$ cat src/logic/fetch_defs.svh
`ifndef FETCH_DEFS_SVH
`define FETCH_DEFS_SVH

// byte address and data beat widths
`define FETCH_ADDR_WIDTH 32
`define FETCH_WORD_WIDTH 32

// words in one cache line
`define FETCH_LINE_WORDS 4

// memory holds 2**FETCH_MEM_LINES_LOG2 lines
`define FETCH_MEM_LINES_LOG2 6

// cycles from read strobe to valid pulse
`define FETCH_MEM_LATENCY 2

// word index into the whole memory, used by the load port
`define FETCH_WORD_INDEX_WIDTH (`FETCH_MEM_LINES_LOG2 + $clog2(`FETCH_LINE_WORDS))

`endif

$ cat src/logic/fetch_pkg.sv
`default_nettype none

`include "fetch_defs.svh"

package fetch_pkg;

    // one line, word 0 in the lowest bits
    typedef logic [`FETCH_LINE_WORDS-1:0][`FETCH_WORD_WIDTH-1:0] line_t;

    typedef enum logic [1:0] {
        RESP_OKAY   = 2'b00,
        RESP_SLVERR = 2'b10
    } axi_resp_t;

    // read-address channel payload
    typedef struct packed {
        logic [`FETCH_ADDR_WIDTH-1:0] araddr;
        logic [7:0]                   arlen;
    } axi_ar_t;

    // read-data channel payload
    typedef struct packed {
        logic [`FETCH_WORD_WIDTH-1:0] rdata;
        axi_resp_t                    rresp;
        logic                         rlast;
    } axi_r_t;

    typedef enum logic [1:0] {
        M_IDLE,
        M_ADDR,
        M_DATA
    } master_state_t;

    typedef enum logic [2:0] {
        S_IDLE,
        S_ADDR,
        S_WAIT_MEM,
        S_DATA,
        S_DONE
    } slave_state_t;

endpackage

`default_nettype wire

$ cat src/logic/line_read_master.sv
`timescale 1ns/10ps
`default_nettype none

`include "fetch_defs.svh"

module line_read_master (
    input  logic                         clk,
    input  logic                         rst_n,
    input  logic                         req_valid,
    input  logic [`FETCH_ADDR_WIDTH-1:0] req_addr,
    output logic                         busy,
    output logic                         resp_valid,
    output fetch_pkg::line_t             resp_line,
    output logic                         resp_err,
    output fetch_pkg::axi_ar_t           ar,
    output logic                         arvalid,
    input  logic                         arready,
    input  fetch_pkg::axi_r_t            r,
    input  logic                         rvalid,
    output logic                         rready
);
    import fetch_pkg::*;

    localparam int LW_LOG2  = $clog2(`FETCH_LINE_WORDS);
    localparam int LINE_OFF = $clog2(`FETCH_LINE_WORDS * `FETCH_WORD_WIDTH / 8);
    localparam logic [LW_LOG2-1:0] LAST_BEAT = LW_LOG2'(`FETCH_LINE_WORDS - 1);

    master_state_t state, next_state;

    logic [`FETCH_ADDR_WIDTH-1:0] addr_q;
    logic [LW_LOG2-1:0]           beat_cnt;
    line_t                        line_q;
    logic                         err_q;
    logic                         accept;
    logic                         beat_fire;

    assign accept    = (state == M_IDLE) && req_valid;
    assign beat_fire = rvalid && rready;

    always_ff @(posedge clk or negedge rst_n) begin
        if (!rst_n) begin
            state <= M_IDLE;
        end else begin
            state <= next_state;
        end
    end

    always_comb begin
        next_state = state;
        case (state)
            M_IDLE: begin
                if (req_valid) begin
                    next_state = M_ADDR;
                end
            end
            M_ADDR: begin
                if (arready) begin
                    next_state = M_DATA;
                end
            end
            M_DATA: begin
                if (beat_fire && r.rlast) begin
                    next_state = M_IDLE;
                end
            end
            default: begin
                next_state = M_IDLE;
            end
        endcase
    end

    // fetch the whole line containing the request
    always_ff @(posedge clk) begin
        if (accept) begin
            addr_q <= {req_addr[`FETCH_ADDR_WIDTH-1:LINE_OFF], LINE_OFF'(0)};
        end
    end

    always_ff @(posedge clk or negedge rst_n) begin
        if (!rst_n) begin
            beat_cnt <= '0;
        end else if (accept) begin
            beat_cnt <= '0;
        end else if (beat_fire) begin
            beat_cnt <= beat_cnt + 1'b1;
        end
    end

    // reassembly
    always_ff @(posedge clk) begin
        if (beat_fire) begin
            line_q[beat_cnt] <= r.rdata;
        end
    end

    // sticky over the burst
    always_ff @(posedge clk or negedge rst_n) begin
        if (!rst_n) begin
            err_q <= 1'b0;
        end else if (accept) begin
            err_q <= 1'b0;
        end else if (beat_fire && r.rresp != RESP_OKAY) begin
            err_q <= 1'b1;
        end
    end

    always_ff @(posedge clk or negedge rst_n) begin
        if (!rst_n) begin
            resp_valid <= 1'b0;
        end else begin
            resp_valid <= (state == M_DATA) && beat_fire && r.rlast;
        end
    end

    assign ar.araddr = addr_q;
    assign ar.arlen  = 8'(`FETCH_LINE_WORDS - 1);
    assign arvalid   = (state == M_ADDR);
    assign rready    = (state == M_DATA);

    assign busy      = (state != M_IDLE) || resp_valid;
    assign resp_line = line_q;
    assign resp_err  = err_q;

    // slave must end the burst exactly on our final word
    a_rlast_on_final: assert property (
        @(posedge clk) disable iff (!rst_n)
        rvalid |-> (r.rlast == (beat_cnt == LAST_BEAT))
    ) else $error("rlast does not line up with the final beat");

    a_beat_in_data: assert property (
        @(posedge clk) disable iff (!rst_n)
        rvalid |-> (state == M_DATA)
    ) else $error("read beat outside of the data phase");

endmodule

`default_nettype wire

$ cat config.mk
export PLATFORM = sky130hd
export DESIGN_NAME = line_read_master
export DESIGN_NICKNAME = d
export VERILOG_FILES = /design/src/logic/fetch_pkg.sv /design/src/logic/line_read_master.sv
export VERILOG_INCLUDE_DIRS = /design/src /design/src/logic
export SDC_FILE = /design/constraint.sdc
export NUM_CORES = 1
export LEC_CHECK = 0
export ABC_AREA = 1
export BUFFER_PORTS_ARGS = -buffer_cell sky130_fd_sc_hd__buf_2
export CORE_MARGIN = 1
export CORE_UTILIZATION = 41
export DETAILED_ROUTE_END_ITERATION = 10
export PLACE_DENSITY_LB_ADDON = 0.12
export SLEW_MARGIN = 30
export SYNTH_ARGS = -nofsm -noshare
export SYNTH_HDL_FRONTEND = slang
export SYNTH_SLANG_ARGS = --single-unit
$ cat constraint.sdc
create_clock -name clk -period 2.6 [get_ports clk]
set_clock_uncertainty 0.2 [all_clocks]
set_input_delay 0.13 -clock clk [delete_from_list [all_inputs] [get_ports clk]]
set_output_delay 0.13 -clock clk [all_outputs]
set_load 0.03 [all_outputs]
==> results.sh <==
export IMPL_htree_levels=4
export IMPL_hold_viol=0
export IMPL_peakVddDrop_v=0.000579
export IMPL_nets=615
export IMPL_r2r_worst_path_cells=4
export IMPL_hold_end="addr_q[15]$_DFFE_PP_"
export IMPL_status="completed"
export IMPL_cp_start_kind="flop"
export IMPL_place_gp_congestion=0.692
export IMPL_max_stage_delay_ns=0.45
export IMPL_switchingPower_mw=1.90
export IMPL_maxSlewViolCount=0
export IMPL_leakage_nw=3.19
export IMPL_comb_power_share_pct=17.3
export IMPL_syn_avg_cell_area_um2=23.6
export IMPL_drt_initial_drc_count=188
export IMPL_max_slew_worst_pin_slew_ns=0.570
export IMPL_cts_sinks=162
export IMPL_die_height_um=114
export IMPL_clock_root_buffer="clkbuf_16"
export IMPL_placed_area_mm2=0.00657
export IMPL_maxSlewHeadroom_pct=61.9
export IMPL_num_rows=40
export IMPL_critical_path_endpoint_type="flop"
export IMPL_min_path_type="input port to flop"
export IMPL_io_buffers=228
export IMPL_maxCapViolCount=0
export IMPL_seqPwrFrac_pct=47.0
export IMPL_cts_tree="built"
export IMPL_path_clk_slew_ns=0.06
export IMPL_finalInstanceArea_mm2=0.00785
export IMPL_min_period_ns=1.96
export IMPL_total_power_mw=6.90
export IMPL_post_drt_wl_per_cell_um=15.6
export IMPL_antenna_found_initial=0
export IMPL_ys_warn_count=0
export IMPL_diodes=0
export IMPL_whs_ns=0.215
export IMPL_io_pins=245
export IMPL_max_freq_mhz=511
export IMPL_grt_overflow=0
export IMPL_layout_drive_gt1_share_pct=50.4
export IMPL_place_hpwl_mm=7.43
export IMPL_synthTopCellsByArea="edfxtp_1, dfrtp_1, buf_4, ha_1, inv_1"
export IMPL_synth_seq_cells=162
export IMPL_ant_nets=0
export IMPL_synthCells=219
export IMPL_r2r_start="state[0]$_DFFE_PN0P_"
export IMPL_grt_pass1_wl_mm=16.4
export IMPL_drc=0
export IMPL_via_per_inst=4.33
export IMPL_p_int_mw=5.00
export IMPL_fin_util_pct=64.5
export IMPL_seq_area_frac_synth_pct=93.6
export IMPL_vias=3116
export IMPL_postCtsResizedCells=0
export IMPL_start_util_pct=42.5
export IMPL_coreArea_mm2=0.0122
export IMPL_fp_dieW_um=114
export IMPL_fin_crit_sh_pct=75.3
export IMPL_critPathRequiredTime_ns=2.52
export IMPL_p_sw_share_pct=27.6
export IMPL_syn2layout_area_growth_pct=51.8
export IMPL_synth_top_area_share_pct=90.7
export IMPL_grt_usage_pct=17.7
export IMPL_netlist_area_mm2=0.00517
export IMPL_crit_type="flop to flop"
export IMPL_rsz0062_at_grt="false"
export IMPL_dr_pass1_iters=4
export IMPL_rr_endpoint="resp_line[64]$_DFFE_PP_"
export IMPL_rrSetupSlack_ns=0.64
export IMPL_synth_area_leader_cell="edfxtp_1"
export IMPL_min_delay_start="req_addr[15]"
export IMPL_grt_max_degree=30
export IMPL_worstPathMaxFanout=21
export IMPL_routed_wl_mm=11.2
export IMPL_insertion_delay_ns=0.41
export IMPL_cp_arrival_ns=1.87
export IMPL_final_setup_viol_count=0
export IMPL_whs_path_depth=2
export IMPL_grt_pass1_vias=3153
export IMPL_cts_buffers_inserted=17
export IMPL_worstPathCellList="inv_2 > nand3_2 > nor2_4 > buf_12"
export IMPL_yosysUniqueCellTypes=17
export IMPL_cts_path_max_buffers=2
export IMPL_tns_ns=0
export IMPL_crit_path_top_delay_cell="nor2_4"
export IMPL_power_density_mw_per_mm2=879
export IMPL_p_clk_share_pct=35.7
export IMPL_dieArea_mm2=0.0131
==> sequential cells by signal, summed over array words and instances, names as in the netlist <==
| signal | count |
|---|---|
| addr_q | 28 |
| beat_cnt | 2 |
| resp_err | 1 |
| resp_line | 128 |
| resp_valid | 1 |
| state | 2 |
==> per-layer routing <==
layer  track usage (%)  vias up  part of all wire (%)  routed length (µm)
met2              29.3      185                    49                5510
met5                 0        -                     0                   0
met4              7.27        0                   1.0                 112
met1              19.0     1477                    38                4240
li1                  -     1443                     -                   -
met3              9.42       11                    12                1350
==> worst max path at each step <==
stage | start | endpoint | slack (ns) | cells past startpoint
2_1_floorplan | beat_cnt[0]$_DFFE_PN0P_ | resp_line[0]$_DFFE_PP_ | -0.04 | 4
3_3_place_gp | state[0]$_DFFE_PN0P_ | resp_line[109]$_DFFE_PP_ | 0.65 | 4
3_5_place_dp | state[0]$_DFFE_PN0P_ | resp_line[109]$_DFFE_PP_ | 0.61 | 4
4_1_cts | state[0]$_DFFE_PN0P_ | resp_line[98]$_DFFE_PP_ | 0.59 | 4
5_1_grt | state[0]$_DFFE_PN0P_ | resp_line[117]$_DFFE_PP_ | 0.51 | 4
6_report | state[0]$_DFFE_PN0P_ | resp_line[64]$_DFFE_PP_ | 0.64 | 4
==> synthesized netlist by cell type, drive strengths merged <==
master and n:
o21ai 2, ha 4, dfrtp 6, nand3 5, a21oi 1, nor2 7
buf 12, nand4 1, inv 15, conb 2, edfxtp 156, nand2 8
==> kinds of logic after synthesis <==
| kind of cell | share of synthesized area, % |
|---|---|
| DFF | 93.6 |
| buffers and inverters | 2.83 |
| adders and majority gates | 0.969 |
| AOI/OAI and AO/OA | 0.363 |
| and+or+nand+nor | 2.13 |
| other | 0.145 |
==> cells in the final DEF, fill, tap and decap left out, types with 2 or more instances in the layout <==
cell type | synthesis | routed
o21ai_1 | 2 | 2
inv_1 | 11 | 11
clkinvlp_4 | 0 | 2
dlygate4sd3_1 | 0 | 69
buf_2 | 0 | 228
nand2_1 | 7 | 7
clkinv_2 | 0 | 5
clkinv_1 | 0 | 2
buf_12 | 0 | 2
buf_4 | 12 | 4
inv_6 | 0 | 2
ha_1 | 4 | 4
nand3_2 | 2 | 2
inv_2 | 4 | 4
edfxtp_1 | 156 | 156
bufinv_16 | 0 | 3
nand3_1 | 3 | 3
conb_1 | 2 | 12
clkbuf_16 | 0 | 17
nor2_4 | 1 | 5
dfrtp_1 | 6 | 6
==> power by group through the flow <==
stage / clock (mW) / sequential, mW / combinational [mW]
2_1_floorplan: 0 / 3.71 / 0.307
3_3_place_gp: 0 / 3.29 / 1.10
3_5_place_dp: 0 / 3.30 / 1.12
4_1_cts: 2.51 / 3.24 / 1.21
5_1_grt: 2.61 / 3.27 / 1.28
6_report: 2.46 / 3.24 / 1.19
==> critical path: cells and delay by family (launching register included) <==
kind                   cells  cell delay (ns)
buffers and inverters      2             0.32
flip-flops                 1             0.44
AND/OR/NAND/NOR            2             0.69
==> repair_timing <==
item / 4_1_cts / 5_1_grt
hold endpoints to repair: 168 / 0
setup buffers: 0 / 0
hold buffers: 69 / 0
==> cell type report <==
class | instances | area, µm²
inverters | 15 | 56.3
repair buffers | 303 | 1900
flip-flops and latches | 162 | 4830
clock buffers | 17 | 425
fillers | 914 | 4320
multi-input cells | 40 | 254
clock inverters | 15 | 164
well taps | 168 | 210
==> through the flow <==
stage / cells / setup slack [ns]
2_1_floorplan: 229 / -0.0379
3_3_place_gp: 619 / 0.651
3_5_place_dp: 619 / 0.608
4_1_cts: 720 / 0.593
5_1_grt: 720 / 0.510
6_report: 720 / 0.643
(Power assumes the default switching activity.)
