<file path="src/logic/fetch_defs.svh">
`ifndef FETCH_DEFS_SVH
`define FETCH_DEFS_SVH

// byte address and data beat widths
`define FETCH_ADDR_WIDTH 32
`define FETCH_WORD_WIDTH 32

// words in one cache line
`define FETCH_LINE_WORDS 4

// memory holds 2**FETCH_MEM_LINES_LOG2 lines
`define FETCH_MEM_LINES_LOG2 6

// cycles from read strobe to valid pulse
`define FETCH_MEM_LATENCY 2

// word index into the whole memory, used by the load port
`define FETCH_WORD_INDEX_WIDTH (`FETCH_MEM_LINES_LOG2 + $clog2(`FETCH_LINE_WORDS))

`endif

</file>
<file path="src/logic/fetch_pkg.sv">
`default_nettype none

`include "fetch_defs.svh"

package fetch_pkg;

    // one line, word 0 in the lowest bits
    typedef logic [`FETCH_LINE_WORDS-1:0][`FETCH_WORD_WIDTH-1:0] line_t;

    typedef enum logic [1:0] {
        RESP_OKAY   = 2'b00,
        RESP_SLVERR = 2'b10
    } axi_resp_t;

    // read-address channel payload
    typedef struct packed {
        logic [`FETCH_ADDR_WIDTH-1:0] araddr;
        logic [7:0]                   arlen;
    } axi_ar_t;

    // read-data channel payload
    typedef struct packed {
        logic [`FETCH_WORD_WIDTH-1:0] rdata;
        axi_resp_t                    rresp;
        logic                         rlast;
    } axi_r_t;

    typedef enum logic [1:0] {
        M_IDLE,
        M_ADDR,
        M_DATA
    } master_state_t;

    typedef enum logic [2:0] {
        S_IDLE,
        S_ADDR,
        S_WAIT_MEM,
        S_DATA,
        S_DONE
    } slave_state_t;

endpackage

`default_nettype wire

</file>
<file path="src/logic/axi_read_slave.sv">
`timescale 1ns/10ps
`default_nettype none

`include "fetch_defs.svh"

module axi_read_slave (
    input  logic                             clk,
    input  logic                             rst_n,
    input  fetch_pkg::axi_ar_t               ar,
    input  logic                             arvalid,
    output logic                             arready,
    output fetch_pkg::axi_r_t                r,
    output logic                             rvalid,
    input  logic                             rready,
    output logic                             mem_rd_req,
    output logic [`FETCH_MEM_LINES_LOG2-1:0] mem_rd_index,
    input  logic                             mem_rd_valid,
    input  fetch_pkg::line_t                 mem_rd_line
);
    import fetch_pkg::*;

    localparam int LW_LOG2  = $clog2(`FETCH_LINE_WORDS);
    localparam int LINE_OFF = $clog2(`FETCH_LINE_WORDS * `FETCH_WORD_WIDTH / 8);
    localparam int IDX_TOP  = LINE_OFF + `FETCH_MEM_LINES_LOG2;

    slave_state_t state, next_state;

    logic [`FETCH_ADDR_WIDTH-1:0] addr_q;
    logic [7:0]                   arlen_q;
    logic [7:0]                   beat_cnt;
    logic                         addr_err;
    line_t                        line_buf;
    logic                         beat_fire;
    logic                         last_beat;

    assign beat_fire = rvalid && rready;
    assign last_beat = (beat_cnt == arlen_q);

    always_ff @(posedge clk or negedge rst_n) begin
        if (!rst_n) begin
            state <= S_IDLE;
        end else begin
            state <= next_state;
        end
    end

    always_comb begin
        next_state = state;
        case (state)
            S_IDLE: begin
                if (arvalid) begin
                    next_state = S_ADDR;
                end
            end
            S_ADDR: begin
                // out-of-range lines skip the memory entirely
                next_state = addr_err ? S_DATA : S_WAIT_MEM;
            end
            S_WAIT_MEM: begin
                if (mem_rd_valid) begin
                    next_state = S_DATA;
                end
            end
            S_DATA: begin
                if (beat_fire && last_beat) begin
                    next_state = S_DONE;
                end
            end
            S_DONE: begin
                next_state = S_IDLE;
            end
            default: begin
                next_state = S_IDLE;
            end
        endcase
    end

    // request capture
    always_ff @(posedge clk) begin
        if (state == S_IDLE && arvalid) begin
            addr_q  <= ar.araddr;
            arlen_q <= ar.arlen;
        end
    end

    // any address bit above the memory range flags an error
    always_ff @(posedge clk or negedge rst_n) begin
        if (!rst_n) begin
            addr_err <= 1'b0;
        end else if (state == S_IDLE && arvalid) begin
            addr_err <= (ar.araddr[`FETCH_ADDR_WIDTH-1:IDX_TOP] != '0);
        end
    end

    always_ff @(posedge clk or negedge rst_n) begin
        if (!rst_n) begin
            beat_cnt <= '0;
        end else if (state == S_IDLE) begin
            beat_cnt <= '0;
        end else if (beat_fire && !last_beat) begin
            beat_cnt <= beat_cnt + 8'd1;
        end
    end

    // line buffer, zeros for a bad address
    always_ff @(posedge clk) begin
        if (state == S_ADDR && addr_err) begin
            line_buf <= '0;
        end else if (state == S_WAIT_MEM && mem_rd_valid) begin
            line_buf <= mem_rd_line;
        end
    end

    assign mem_rd_req   = (state == S_ADDR) && !addr_err;
    assign mem_rd_index = addr_q[IDX_TOP-1:LINE_OFF];

    assign arready = (state == S_IDLE);

    assign rvalid  = (state == S_DATA);
    assign r.rdata = line_buf[beat_cnt[LW_LOG2-1:0]];
    assign r.rresp = addr_err ? RESP_SLVERR : RESP_OKAY;
    assign r.rlast = last_beat;

    // master must hold the address while it waits
    a_ar_stable: assert property (
        @(posedge clk) disable iff (!rst_n)
        arvalid && !arready |=> arvalid && $stable(ar)
    ) else $error("ar changed while arvalid was waiting for arready");

endmodule

`default_nettype wire

</file>
<file path="config.mk">
export PLATFORM = sky130hd
export DESIGN_NAME = axi_read_slave
export DESIGN_NICKNAME = d
export VERILOG_FILES = /design/src/logic/fetch_pkg.sv /design/src/logic/axi_read_slave.sv
export VERILOG_INCLUDE_DIRS = /design/src /design/src/logic
export SDC_FILE = /design/constraint.sdc
export NUM_CORES = 1
export LEC_CHECK = 0
export BUFFER_PORTS_ARGS = -buffer_cell sky130_fd_sc_hd__clkbuf_2
export CORE_MARGIN = 2
export CORE_UTILIZATION = 46
export CTS_CLUSTER_SIZE = 40
export DETAILED_ROUTE_END_ITERATION = 12
export PLACE_DENSITY = 0.88
export SYNTH_ARGS = -nofsm -noshare
export SYNTH_HDL_FRONTEND = slang
export SYNTH_SLANG_ARGS = --single-unit
</file>
<file path="constraint.sdc">
create_clock -name clk -period 2 [get_ports clk]
set_clock_uncertainty 0.1 [all_clocks]
set_input_delay 0.1 -clock clk [delete_from_list [all_inputs] [get_ports clk]]
set_output_delay 0.1 -clock clk [all_outputs]
set_load 0.02 [all_outputs]
</file>
==> metrics, run 1 <==
Clk network pwr share=0.207; post-synthesis register bit count=roughly 150; sequential power share=0.364; main flop type after synthesis=dfxtp_1; Bufs on Longest Clock Path=2; Post-route DRC=0; crit-path leading delay family=multiplexers; gr usage total=0.2905; first-pass GRT wire length=between 30000 and 40000 um; crit path DAT=about 1.9 ns; failing checks=setup timing; Max IR drop VDD=roughly 0.83 mV; CTS clock-pin slew for the worst setup and hold paths=0.06 ns; Final Cycle Share=1.035; Tmin final=approximately 2.1 ns; post-synth cell types=37; final setup vio count=17; Worst-Skew Late Latency=0.42 ns; worst-path fanout max=8; Setup crit start kind=register; slowest cell on the critical path=mux4_2; Highest Clock Rate=around 480 MHz; Slew Viols, Final=0; H-tree levels=4; Core Area=roughly 14000 um2; Num CTS Buffers=17; crit path kind=register to output port; TNS Setup=-0.7172 ns; Yosys warnings=0; initial antenna violation count=2; fin cells=roughly 1300; DR WL/cell=18.25 um; hold crit path type=input port to register; Int Pwr=about 9.8 mW; placed cells=~1100; CP bufs+invs=2; overall die height=around 120 um; max-cap check violation count=0; Die X=122.6 um; EDFF count, synth=14; RSZ-0062 raised after global routing=true; full die area=approximately 15000 um2; largest net degree at the start of global routing=75; outcome=finished, violations left; HPWL Detailed=between 10000 and 15000 um; P_sw=~5.2 mW; ys async rst share=0.07792; Final GP Congestion=approximately 0.84; Nets=about 1200; Slowest Stage Delay on Critical Path=roughly 0.56 ns; Fin. Hold Viols=0; remaining global-route overflow=0; WHS=approximately 0.06 ns; number of I/O pins=roughly 220; synthesized area per cell=9.151 um2; post-detailed-route via-to-cell ratio=~5.5; nature of the critical path endpoint=output port; CP cell instances=buf_12 -> mux4_2 -> buf_6; Mapped Cells=between 700 and 800; Leakage=4.404 nW; 1st-pass router iterations=5; switching portion of total power=0.3480; CTS tree=built; CTS Sinks=154; pwr/cell area=~1500 nW/um2; Cell Area, Synth=6470 um2; Syn Nets=around 880; CTS root buf=clkbuf_16; Final ANT Viol Nets=0; ratio of cells with drive above 1 in the final layout=0.2930; vias=just under 7000; FP Rows=43; PortBufs=roughly 210; final WL=between 20000 and 25000 um; initial DRC count=470; Worst Path Required=between 1.5 and 2 ns; post-synthesis sequential area ratio=0.5074; Comb power frac=0.429; number of global-route vias before repair=a little under 7000; Initial Util=0.4679; setup ws final=-0.07075 ns; Layout area overhead=56.64%
## power by group through the flow
stage	Clock, mW	Combinational [mW]	Sequential (mW)
after floorplan	0	3.74	5.08
after global placement	0	4.81	5.28
after detailed placement	0	4.96	5.38
after CTS	3.12	5.25	5.33
after global routing	3.28	6.83	5.60
final	3.11	6.42	5.45
## metrics by stage
stage / instance area, um2 / worst slack, ns / utilization / power (mW)
after floorplan: 6470 / 0.01469 / - / 8.817
after global placement: 7711 / 0.2644 / 0.5577 / 10.09
after detailed placement: 7711 / 0.2126 / 0.5577 / 10.34
after CTS: 9787 / -0.07500 / 0.7078 / 13.70
after global routing: 10130 / -0.1166 / 0.7328 / 15.70
final: 10130 / -0.07075 / 0.7330 / 14.98
## placed cells by master, fill, tap and decap left out, types with 8 or more instances in the layout
master and n:
nand2_1 266, clkbuf_2 189, dlygate4sd3_1 149, a21oi_1 137, dfxtp_1 128, mux4_2 32
buf_6 22, clkbuf_16 20, buf_4 19, edfxtp_1 14, dfrtp_1 10, buf_12 10
xor2_1 8, mux2i_1 8
## state kept, by name, indices dropped and copies added (netlist names)
register / flops
line_buf: 128
state: 3
addr_q: 6
addr_err: 1
arlen_q: 8
beat_cnt: 8
## per-layer routing
layer | vias to the layer above | global-route usage | wire length [um]
met5 | - | 0 | 0
met4 | 0 | 0.1918 | 1438
met3 | 119 | 0.09340 | 1756
met2 | 406 | 0.4969 | 11600
met1 | 3262 | 0.3058 | 8167
li1 | 3117 | - | -
## cell usage after synthesis, types with 4 or more instances
cell type	count	area (um2)
nor2_1	4	15.01
xor2_1	8	70.07
edfxtp_1	14	420.4
mux4_2	32	720.7
buf_4	4	30.03
nand2b_1	4	25.02
mux2i_1	8	80.08
dfrtp_1	12	300.3
buf_2	49	245.2
nand2_1	266	998.5
a21oi_1	137	685.7
dfxtp_1	128	2562
nor4_1	5	31.28
## kinds of logic after synthesis
| kind of cell | after synthesis | synth area share |
|---|---|---|
| xor+xnor | 8 | 0.01083 |
| simple gates | 302 | 0.1963 |
| fa+ha+maj | 1 | 0.001934 |
| mux | 41 | 0.1255 |
| other cells | 1 | 0.0005796 |
| buf+inv | 60 | 0.04796 |
| compound gates | 140 | 0.1095 |
| flops | 154 | 0.5074 |
## final timing paths
| kind | start | to | slack [ns] | cells past startpoint |
|---|---|---|---|---|
| worst min register to register | line_buf[50]$_SDFFE_PP0P_ | line_buf[50]$_SDFFE_PP0P_ | 0.35 | 2 |
| max in group asynchronous | rst_n | beat_cnt[4]$_DFFE_PN0P_ | 0.29 | 4 |
| worst min-delay path | arvalid | state[0]$_DFFE_PN0P_ | 0.06 | 4 |
| worst max register to register | beat_cnt[1]$_DFFE_PN0P_ | beat_cnt[4]$_DFFE_PN0P_ | 0.21 | 7 |
| worst max-delay path | beat_cnt[0]$_DFFE_PN0P_ | r[7] | -0.07 | 3 |
| min in group asynchronous | rst_n | beat_cnt[2]$_DFFE_PN0P_ | 0.48 | 3 |
## layout make-up
class | count | area, um2
sequential | 154 | 3286
timing repair buffer | 394 | 3133
multi-input combinational | 493 | 2914
tap | 180 | 225.2
clock inverter | 13 | 128.9
clock buffer | 19 | 432.9
fill | 892 | 3692
inverter | 2 | 7.507
antenna | 3 | 7.507
## worst min-delay path, stage by stage
cell,delay [ns]
clkbuf_2,0.11
mux2_2,0.15
o21ai_0,0.07
a21oi_1,0.11
## what timing repair did
action | in CTS | in global routing
endpoints found under the hold margin | 157 | 0
hold buffers | 149 | 0
buffers inserted | 1 | 15
gates cloned | 0 | 3
pin swaps | 1 | 1
resized for setup | 4 | 75
setup endpoints to repair | 20 | 32
Power figures use the tool's default switching activity.
==> run 2, diff against run 1 <==
Settings changed: RECOVER_POWER set to 100.
==> metrics, run 2 (synthesized netlist as in run 1, its figures left out) <==
FP Rows=43; Max IR drop VDD=just over 0.8 mV; Die X=between 100 and 150 um; WHS=about 0.067 ns; crit path DAT=1.87 ns; number of I/O pins=217; most frequent cells in the layout=nand2_1 (266), clkbuf_2 (180), dlygate4sd3_1 (149); setup ws final=-0.07284 ns; max-cap check violation count=0; Highest Clock Rate=roughly 480 MHz; CTS Sinks=between 150 and 200; number of global-route vias before repair=a little under 7000; TNS Setup=-0.7122 ns; overall die height=~120 um; nature of the critical path endpoint=output port; hold crit path type=input port to register; pre-CTS setup slack=~0.21 ns; initial DRC count=approximately 470; vias=between 6000 and 7000; CTS tree=built; Leakage=~4.4 nW; final setup vio count=17; pwr/cell area=1483 nW/um2; largest reg by FF count=line_buf; Reg2Reg Depth=4; placed cells=1055; Post-route DRC=0; DR WL/cell=~18 um; PortBufs=approximately 210; initial antenna violation count=2; Slew Viols, Final=0; Final Cycle Share=1.036; Core Area=around 14000 um2; Nets=about 1200; Tmin final=around 2.1 ns; failing checks=setup timing; gr usage total=0.2905; outcome=finished, violations left; 1st-pass router iterations=6; post-detailed-route via-to-cell ratio=between 5 and 6; Fin. Hold Viols=0; fin area=just over 10000 um2; RSZ-0062 raised after global routing=true; Placement Cell Area=between 7000 and 8000 um2; max_slew headroom=0.5858; Final GP Congestion=between 0.8 and 0.9; Worst-Skew Late Latency=0.42 ns; HPWL Detailed=~11000 um; crit path kind=register to output port; Setup crit start kind=register; worst-path fanout max=8; H-tree levels=4; hold depth=4; Final ANT Viol Nets=0; Initial Util=0.4679; full die area=around 15000 um2; CTS clock-pin slew for the worst setup and hold paths=about 0.06 ns; first-pass GRT wire length=33310 um; Bufs on Longest Clock Path=2; largest net degree at the start of global routing=75; max reg flops=between 100 and 150; biggest regs=line_buf (128), arlen_q (8), beat_cnt (8); Worst Path Required=approximately 1.8 ns; ratio of cells with drive above 1 in the final layout=0.2837; Num CTS Buffers=17; actual slew at the worst max-slew pin=0.6213 ns; fin cells=roughly 1300; final WL=23070 um; Layout area overhead=56.22%; CTS root buf=clkbuf_16; most common cell after layout, fill and taps aside=nand2_1; remaining global-route overflow=0
-- run 2: cell type report --
cell class	instances	area, um2
clock buffers	19	432.9
inverters	2	7.507
well taps	180	225.2
fillers	901	3720
diodes	3	7.507
flip-flops and latches	154	3286
clock inverters	13	128.9
multi-input cells	493	2914
repair buffers	394	3105
-- run 2: stage by stage --
stage | utilization | total power, mW
global route | 0.7308 | 15.70
finish | 0.7310 | 14.99
global placement | 0.5577 | 10.09
floorplan | - | 8.817
CTS | 0.7078 | 13.70
detailed placement | 0.5577 | 10.34
-- run 2: worst max-delay path, stage by stage (launching register included) --
cell and delay [ns]:
dfrtp_2 0.53, buf_12 0.19, mux4_2 0.56, buf_6 0.16
-- run 2: routing by layer --
| layer | global-route usage | up-vias | routed length [um] |
|---|---|---|---|
| li1 | - | 3119 | - |
| met1 | 0.3058 | 3210 | 8149 |
| met2 | 0.4969 | 448 | 11630 |
| met3 | 0.09340 | 132 | 1833 |
| met4 | 0.1918 | 0 | 1462 |
| met5 | 0 | - | 0 |
-- run 2: repair_timing --
item,4_1_cts,5_1_grt
buffers inserted,1,15
endpoints found under the hold margin,157,0
resized for setup,4,75
endpoints found under the setup margin,20,32
pin swaps,1,1
cloned,0,3
hold buffers,149,0
-- run 2: path summary, 6_finish.rpt --
path / startpoint / to / slack, ns
max in group asynchronous: rst_n / beat_cnt[4]$_DFFE_PN0P_ / 0.15
worst max-delay path: beat_cnt[0]$_DFFE_PN0P_ / r[7] / -0.07
min in group asynchronous: rst_n / beat_cnt[2]$_DFFE_PN0P_ / 0.54
worst min register to register: line_buf[50]$_SDFFE_PP0P_ / line_buf[50]$_SDFFE_PP0P_ / 0.35
worst min-delay path: arvalid / state[0]$_DFFE_PN0P_ / 0.07
worst max register to register: state[1]$_DFFE_PN0P_ / line_buf[123]$_SDFFE_PP0P_ / 0.04
-- run 2: where the power goes --
group	switching, mW	internal [mW]
clock network	1.29	1.82
logic	3.03	3.40
registers	0.907	4.55
total	5.22	9.76
